### src/logNumberPkg.sv
// shared widths, reserved encodings and types for the log number comparison unit
// a value is (-1)^sign * 2^(signedLogExp + logFrac/16)
// RTL modules import it by wildcard inside the body, headers use scoped names
`default_nettype none

package logNumberPkg;

  // field widths of a packed log word
  localparam int LogExpWidth  = 4;
  localparam int LogFracWidth = 4;
  localparam int LogWordWidth = 1 + LogExpWidth + LogFracWidth;

  // field positions inside a packed word, sign on top, fraction at the bottom
  localparam int LogSignBit = LogWordWidth - 1;
  localparam int LogExpLsb  = LogFracWidth;

  // signed exponent and unsigned fraction
  typedef logic signed [LogExpWidth-1:0] logExp_t;
  typedef logic [LogFracWidth-1:0] logFrac_t;

  // packed encoding of one log number
  typedef logic [LogWordWidth-1:0] logWord_t;

  // most negative exponent, reserved for zero and infinity
  localparam logExp_t SpecialExp = {1'b1, {(LogExpWidth-1){1'b0}}};

  // the two reserved words
  // any other word carrying SpecialExp is an ordinary number
  localparam logWord_t ZeroWord = {1'b0, SpecialExp, {LogFracWidth{1'b0}}};
  localparam logWord_t InfWord  = {1'b1, SpecialExp, {LogFracWidth{1'b0}}};

  // decoded form of a word
  // zero and infinity have sign, exponent and fraction cleared
  typedef struct packed {
    logic     sign;
    logic     isZero;
    logic     isInf;
    logExp_t  signedLogExp;
    logFrac_t logFrac;
  } logUnpacked_t;

  // requested predicate
  typedef enum logic [2:0] {
    EQ = 3'd0,
    NE = 3'd1,
    LT = 3'd2,
    LE = 3'd3,
    GT = 3'd4,
    GE = 3'd5
  } Comparison_t;

  // raw ordering of a against b
  // lt and gt are both low when an infinity takes part
  typedef struct packed {
    logic eq;
    logic lt;
    logic gt;
  } compareFlags_t;

  // registered output of the unit
  typedef struct packed {
    logic     predicate;
    logWord_t minWord;
    logWord_t maxWord;
  } compareResult_t;

endpackage

`default_nettype wire

### src/logCompare.sv
// combinational ordering of two unpacked log numbers
// produces eq/lt/gt flags and the predicate bit selected by comp
`timescale 1ns/1ps
`default_nettype none

module logCompare (
  input  logNumberPkg::logUnpacked_t  a,
  input  logNumberPkg::logUnpacked_t  b,
  input  logNumberPkg::Comparison_t   comp,
  output logNumberPkg::compareFlags_t flags,
  output logic                        predicate
);

  import logNumberPkg::*;

  logExp_t aExp;
  logExp_t bExp;
  logic    aIsNeg;
  logic    bIsNeg;
  logic    expLt;
  logic    expEq;
  logic    fracLt;
  logic    fracGt;
  logic    magLt;
  logic    magGt;
  logic    bothFinite;
  logic    abEq;
  logic    abLt;
  logic    abGt;

  // signed exponent compare, larger exponent means larger magnitude
  assign aExp   = a.signedLogExp;
  assign bExp   = b.signedLogExp;
  assign expLt  = (aExp < bExp);
  assign expEq  = (aExp == bExp);
  assign fracLt = (a.logFrac < b.logFrac);
  assign fracGt = (a.logFrac > b.logFrac);

  // zero has a cleared sign so it lands among the non-negatives
  assign aIsNeg = a.sign;
  assign bIsNeg = b.sign;

  // magnitude ordering with zero below every nonzero value
  assign magLt = (a.isZero && !b.isZero) ||
                 (!a.isZero && !b.isZero && (expLt || (expEq && fracLt)));
  assign magGt = (!a.isZero && b.isZero) ||
                 (!a.isZero && !b.isZero && (!expLt && !expEq || (expEq && fracGt)));

  // unpacked specials are canonical, so plain bit equality is enough
  assign abEq = (a == b);

  // infinity is unordered against everything
  assign bothFinite = !a.isInf && !b.isInf;

  // negatives order by reversed magnitude
  assign abLt = bothFinite &&
                ((aIsNeg && !bIsNeg) ||
                 (!aIsNeg && !bIsNeg && magLt) ||
                 (aIsNeg && bIsNeg && magGt));

  assign abGt = bothFinite &&
                ((!aIsNeg && bIsNeg) ||
                 (!aIsNeg && !bIsNeg && magGt) ||
                 (aIsNeg && bIsNeg && magLt));

  assign flags.eq = abEq;
  assign flags.lt = abLt;
  assign flags.gt = abGt;

  always_comb begin
    case (comp)
      NE:      predicate = !abEq;
      LT:      predicate = abLt;
      // eq term lets inf <= inf hold
      LE:      predicate = abLt || abEq;
      GT:      predicate = abGt;
      GE:      predicate = abGt || abEq;
      default: predicate = abEq;
    endcase
  end

endmodule

`default_nettype wire

### src/logCompareUnit.sv
// top level of the log number comparison unit
// one item per cycle in, result and outValid exactly one cycle later
`timescale 1ns/1ps
`default_nettype none

module logCompareUnit (
  input  logic                         clock,
  input  logic                         reset,
  input  logic                         inValid,
  input  logNumberPkg::logWord_t       aWord,
  input  logNumberPkg::logWord_t       bWord,
  input  logNumberPkg::Comparison_t    comp,
  output logic                         outValid,
  output logNumberPkg::compareResult_t result
);

  import logNumberPkg::*;

  logUnpacked_t  aUnpacked;
  logUnpacked_t  bUnpacked;
  compareFlags_t flags;
  logic          predicate;

  logUnpack u_unpackA (
    .word     (aWord),
    .unpacked (aUnpacked)
  );

  logUnpack u_unpackB (
    .word     (bWord),
    .unpacked (bUnpacked)
  );

  // same cycle as the inputs
  logCompare u_compare (
    .a         (aUnpacked),
    .b         (bUnpacked),
    .comp      (comp),
    .flags     (flags),
    .predicate (predicate)
  );

  // the single register stage
  logSelect u_select (
    .clock     (clock),
    .reset     (reset),
    .inValid   (inValid),
    .aWord     (aWord),
    .bWord     (bWord),
    .flags     (flags),
    .predicate (predicate),
    .outValid  (outValid),
    .result    (result)
  );

endmodule

`default_nettype wire

### src/logSelect.sv
// output stage of the comparison unit
// picks the minimum and maximum word from the flags and registers them
// together with the predicate, one cycle after inValid
`timescale 1ns/1ps
`default_nettype none

module logSelect (
  input  logic                         clock,
  input  logic                         reset,
  input  logic                         inValid,
  input  logNumberPkg::logWord_t       aWord,
  input  logNumberPkg::logWord_t       bWord,
  input  logNumberPkg::compareFlags_t  flags,
  input  logic                         predicate,
  output logic                         outValid,
  output logNumberPkg::compareResult_t result
);

  import logNumberPkg::*;

  logWord_t minWordNext;
  logWord_t maxWordNext;
  logic     unordered;

  // no relation at all means an infinity is present
  assign unordered = !flags.eq && !flags.lt && !flags.gt;

  always_comb begin
    if (unordered) begin
      minWordNext = InfWord;
      maxWordNext = InfWord;
    end else if (flags.eq) begin
      minWordNext = aWord;
      maxWordNext = aWord;
    end else if (flags.lt) begin
      minWordNext = aWord;
      maxWordNext = bWord;
    end else begin
      minWordNext = bWord;
      maxWordNext = aWord;
    end
  end

  // valid strobe
  always_ff @(posedge clock) begin
    if (reset) begin
      outValid <= 1'b0;
    end else begin
      outValid <= inValid;
    end
  end

  // payload, held while no new item arrives
  always_ff @(posedge clock) begin
    if (inValid) begin
      result.predicate <= predicate;
      result.minWord   <= minWordNext;
      result.maxWord   <= maxWordNext;
    end
  end

endmodule

`default_nettype wire

### src/logUnpack.sv
// splits a packed log word into its fields and flags zero and infinity
// purely combinational, one instance per operand
`timescale 1ns/1ps
`default_nettype none

module logUnpack (
  input  logNumberPkg::logWord_t     word,
  output logNumberPkg::logUnpacked_t unpacked
);

  import logNumberPkg::*;

  logic     wordSign;
  logExp_t  wordExp;
  logFrac_t wordFrac;
  logic     isZeroWord;
  logic     isInfWord;

  // raw fields
  assign wordSign = word[LogSignBit];
  assign wordExp  = word[LogExpLsb +: LogExpWidth];
  assign wordFrac = word[LogFracWidth-1:0];

  // only the exact reserved patterns are special
  // SpecialExp with a nonzero fraction is a normal tiny number
  assign isZeroWord = (word == ZeroWord);
  assign isInfWord  = (word == InfWord);

  always_comb begin
    unpacked        = '0;
    unpacked.isZero = isZeroWord;
    unpacked.isInf  = isInfWord;

    // specials keep all value fields at zero
    // so every zero and every infinity compare equal bit for bit
    if (!isZeroWord && !isInfWord) begin
      unpacked.sign         = wordSign;
      unpacked.signedLogExp = wordExp;
      unpacked.logFrac      = wordFrac;
    end
  end

endmodule

`default_nettype wire

### config.mk
export PLATFORM = sky130hd
export DESIGN_NAME = logCompareUnit
export DESIGN_NICKNAME = d
export VERILOG_FILES = /design/src/logNumberPkg.sv /design/src/logCompare.sv /design/src/logCompareUnit.sv /design/src/logSelect.sv /design/src/logUnpack.sv
export SDC_FILE = /design/constraint.sdc
export NUM_CORES = 1
export LEC_CHECK = 0
export ABC_AREA = 1
export BUFFER_PORTS_ARGS = -buffer_cell sky130_fd_sc_hd__buf_2
export CAP_MARGIN = 30
export CORE_ASPECT_RATIO = 0.75
export CORE_MARGIN = 8
export CORE_UTILIZATION = 41
export CTS_BUF_LIST = sky130_fd_sc_hd__clkbuf_2
export CTS_CLUSTER_SIZE = 30
export DETAILED_ROUTE_END_ITERATION = 8
export SYNTH_ARGS = -nofsm -noshare
export SYNTH_HDL_FRONTEND = slang
export SYNTH_HIERARCHICAL = 1
export SYNTH_SLANG_ARGS = --single-unit
### constraint.sdc
create_clock -name clock -period 3.8 [get_ports clock]
set_clock_uncertainty 0.2 [all_clocks]
set_input_delay 0.76 -clock clock [delete_from_list [all_inputs] [get_ports clock]]
set_output_delay 0.76 -clock clock [all_outputs]
set_load 0.005 [all_outputs]
==> impl_metrics.ini <==
[power_and_ir_drop]
pwr-share-comb_pct = 35.4
ir_worst_vdd_mv = 0.1222
cell_internal_pwr_uw = 380.4
p_leak_nw = 1.119
power.share.switching_pct = 33.72
sequentialPowerShare_pct = 49.6
power_per_cell_area_mw_per_mm2 = 279.5
clock_power_share_pct = 15.0
power.switching_uw = 193.5

[min_path]
worst_hold_startpoint = reset
worst_hold_path.endpoint = u_select/outValid
timing.hold.worst.class = in -> reg
holdPathStages = 2

[setup_path]
timing.critical_path.required_ps = 3690
startpoint_type = primary input
worstPathArrival_ps = 3090
crit_path_frequent_cell = sky130_fd_sc_hd__nand2_1
critical_path_class = in -> reg
timing.critical_path.cells = buf_2 -> nor2_1 -> nand2_1 -> nor2_2 -> nor2_1 -> ha_1 -> nand2_2 -> nor2_4 -> nand3_2 -> nand2_1 -> inv_1 -> nand2_1 -> nand2_2 -> nand2_1 -> nand3_2 -> nand2_1 -> inv_1 -> nor2_4 -> nand2_2 -> nand2_1 -> nor2_1
worst_path_largest_cell_delay_ps = 300
critical_path.max_fanout = 12
worst_setup_path_end_kind = flop
cp_slowest_cell = sky130_fd_sc_hd__ha_1

[global_route]
antenna_found_initial = 0
grt_use_total_pct = 11.45
busiest_layer = met2
grt_pass1_wl_um = 6396
use_met2_pct = 19.05
number_of_global_route_vias_before_repair = 1436
grt_overflow_total = 0
grt_max_degree = 21
grt_use_met1_pct = 14.64
grtUsageMet3_pct = 1.512

[timing]
worst-slew-pin-transition_ps = 547.6
final.period_utilization_pct = 84.26
final_period_minus_worst_setup_slack_ps = 3202
maxClockFrequency_mhz = 312.3
rsz0062_at_grt = false
finalHoldViolations = 0
final-setup-viol-count = 0
post_route_setup_tns_ps = 0
slew_headroom_pct = 63.22
timing.final.max_slew_violations = 0
holdWs_ps = 368.7

[drt]
num_vias = 1605
post_drt_wl_per_cell_um = 11.27
drt.antenna.violating_nets = 0
dr.first_iter.drc_count = 141
dr.pass1.iters = 5
drc = 0
routed_wl_um = 4022
detail_route.vias_per_cell = 4.496

[finish]
syn_to_final_growth_pct = 9.987
drive_gt1_share_pct = 23.00
fin_nets = 341
final_cell_mix = sky130_fd_sc_hd__inv_1 (60), sky130_fd_sc_hd__nand2_1 (55), sky130_fd_sc_hd__nor2_1 (51)
finalInstanceArea_mm2 = 0.002053
fillers = 475
most_common_cell_after_layout_fill_and_taps_aside = sky130_fd_sc_hd__inv_1
layout.core_utilization_pct = 46.51
antenna_cells_inserted = 0

[clocking]
cts.sinks = 20
post_cts.repair.setup_buffers = 0
clk_pin_slew_worst_paths_ps = 180
cts_htree_levels = 1
tritoncts = yes
worst_case_clock_buffer_depth = 2
cts-buffers-inserted = 3
cts-hold-fix-buffers = 0
post_cts_resized = 0
cts_root_buffer = sky130_fd_sc_hd__clkbuf_2

[place]
gp_congestion = 0.8223
io_buffers = 43
post_dp_cell_area_mm2 = 0.002034
place.detailed.hpwl_um = 3311

[logic_synthesis]
synth.net_count = 316
ys_types = 25
synthesis.area_per_instance_um2 = 6.764
post_synthesis_register_bit_count = 20
mappedNetlistArea_mm2 = 0.001867
synthCells = 276
synth-seq-area-share_pct = 31.64
yosys_warnings = 6

[floorplanning]
ioPinCount = 44
floorplan.initialDensity_pct = 42.29
floorplan.core_area_mm2 = 0.004414
floorplan.die.width_um = 93.92
chipHeight_um = 74.44
floorplan.die_area_mm2 = 0.006991
num_rows = 21

[status]
status = completed

[run]
max_capacitance_violation_count = 0
==> state kept, by name, summed over array words and instances (netlist names) <==
register and count:
u_select/outValid 1, u_select/result 19
==> critical path, delay by kind of cell <==
family                   cells  cell delay, ps
adder cells (fa/ha/maj)      1             300
buffers and inverters        3             360
AND/OR/NAND/NOR             17            1680
==> power by group through the flow <==
stage / Sequential, mW / Combinational, mW / Clock [mW]
floorplan: 0.296 / 0.130 / 0
global placement: 0.290 / 0.201 / 0
detailed placement: 0.291 / 0.204 / 0
CTS: 0.285 / 0.205 / 0.0896
global route: 0.288 / 0.234 / 0.0967
finish: 0.285 / 0.203 / 0.0862
==> kinds of logic (layout without fill, tap and decap cells) <==
| family | after synthesis | in the layout | share of synthesized area (%) |
|---|---|---|---|
| and+or+nand+nor | 141 | 141 | 34.32 |
| buffers and inverters | 85 | 109 | 19.03 |
| DFF | 20 | 20 | 31.64 |
| adders and majority gates | 16 | 16 | 10.72 |
| AOI/OAI and AO/OA | 14 | 14 | 4.290 |
==> synthesized netlist by cell type, drive strengths merged <==
library cell / number / area [um2]
nand3b: 1 / 7.510
inv: 61 / 229.0
nor2: 57 / 239.0
clkbuf: 14 / 52.55
dfxtp: 1 / 20.02
a21boi: 1 / 7.510
nor3: 1 / 10.01
ha: 16 / 200.2
o31a: 1 / 8.760
or2: 1 / 6.260
edfxtp: 19 / 570.6
nand2: 63 / 256.5
buf: 10 / 73.82
a21oi: 11 / 58.81
o21ai: 1 / 5.000
nor4: 1 / 21.27
nand3: 17 / 100.1
==> final cells by class <==
type	instances	area (um2)	share of cell area [%]
Clock buffer	3	15.01	0.7313
Clock inverter	1	3.754	0.1828
Inverter	61	229.0	11.15
Multi-Input combinational cell	171	920.9	44.85
Sequential cell	20	590.6	28.76
Tap cell	57	71.32	3.473
Timing Repair Buffer	44	222.7	10.85
==> worst max path at each step <==
stage	startpoint	slack [ps]	depth (start not counted)	endpoint
floorplan	aWord[5]	710	22	u_select/result[0]
global placement	aWord[1]	330	21	u_select/result[15]
detailed placement	aWord[1]	260	21	u_select/result[1]
CTS	aWord[5]	620	21	u_select/result[12]
global route	bWord[5]	260	22	u_select/result[3]
finish	aWord[1]	600	21	u_select/result[1]
==> through the flow <==
step                      setup slack [ps]  std cells  power [mW]
after floorplan                      709.6        276      0.4268
after global placement               329.0        353      0.4911
after detailed placement             262.3        353      0.4947
after CTS                            620.4        357      0.5797
after global routing                 256.4        357      0.6188
final                                597.9        357      0.5739
==> per-layer routing <==
metal	part of all wire, %	vias up	wire, um
li1	-	863	-
met1	47	694	1879
met2	44	44	1781
met3	7.8	4	314
met4	1.2	0	48
met5	0	-	0
Note: power is estimated with default switching activity, not from simulation.
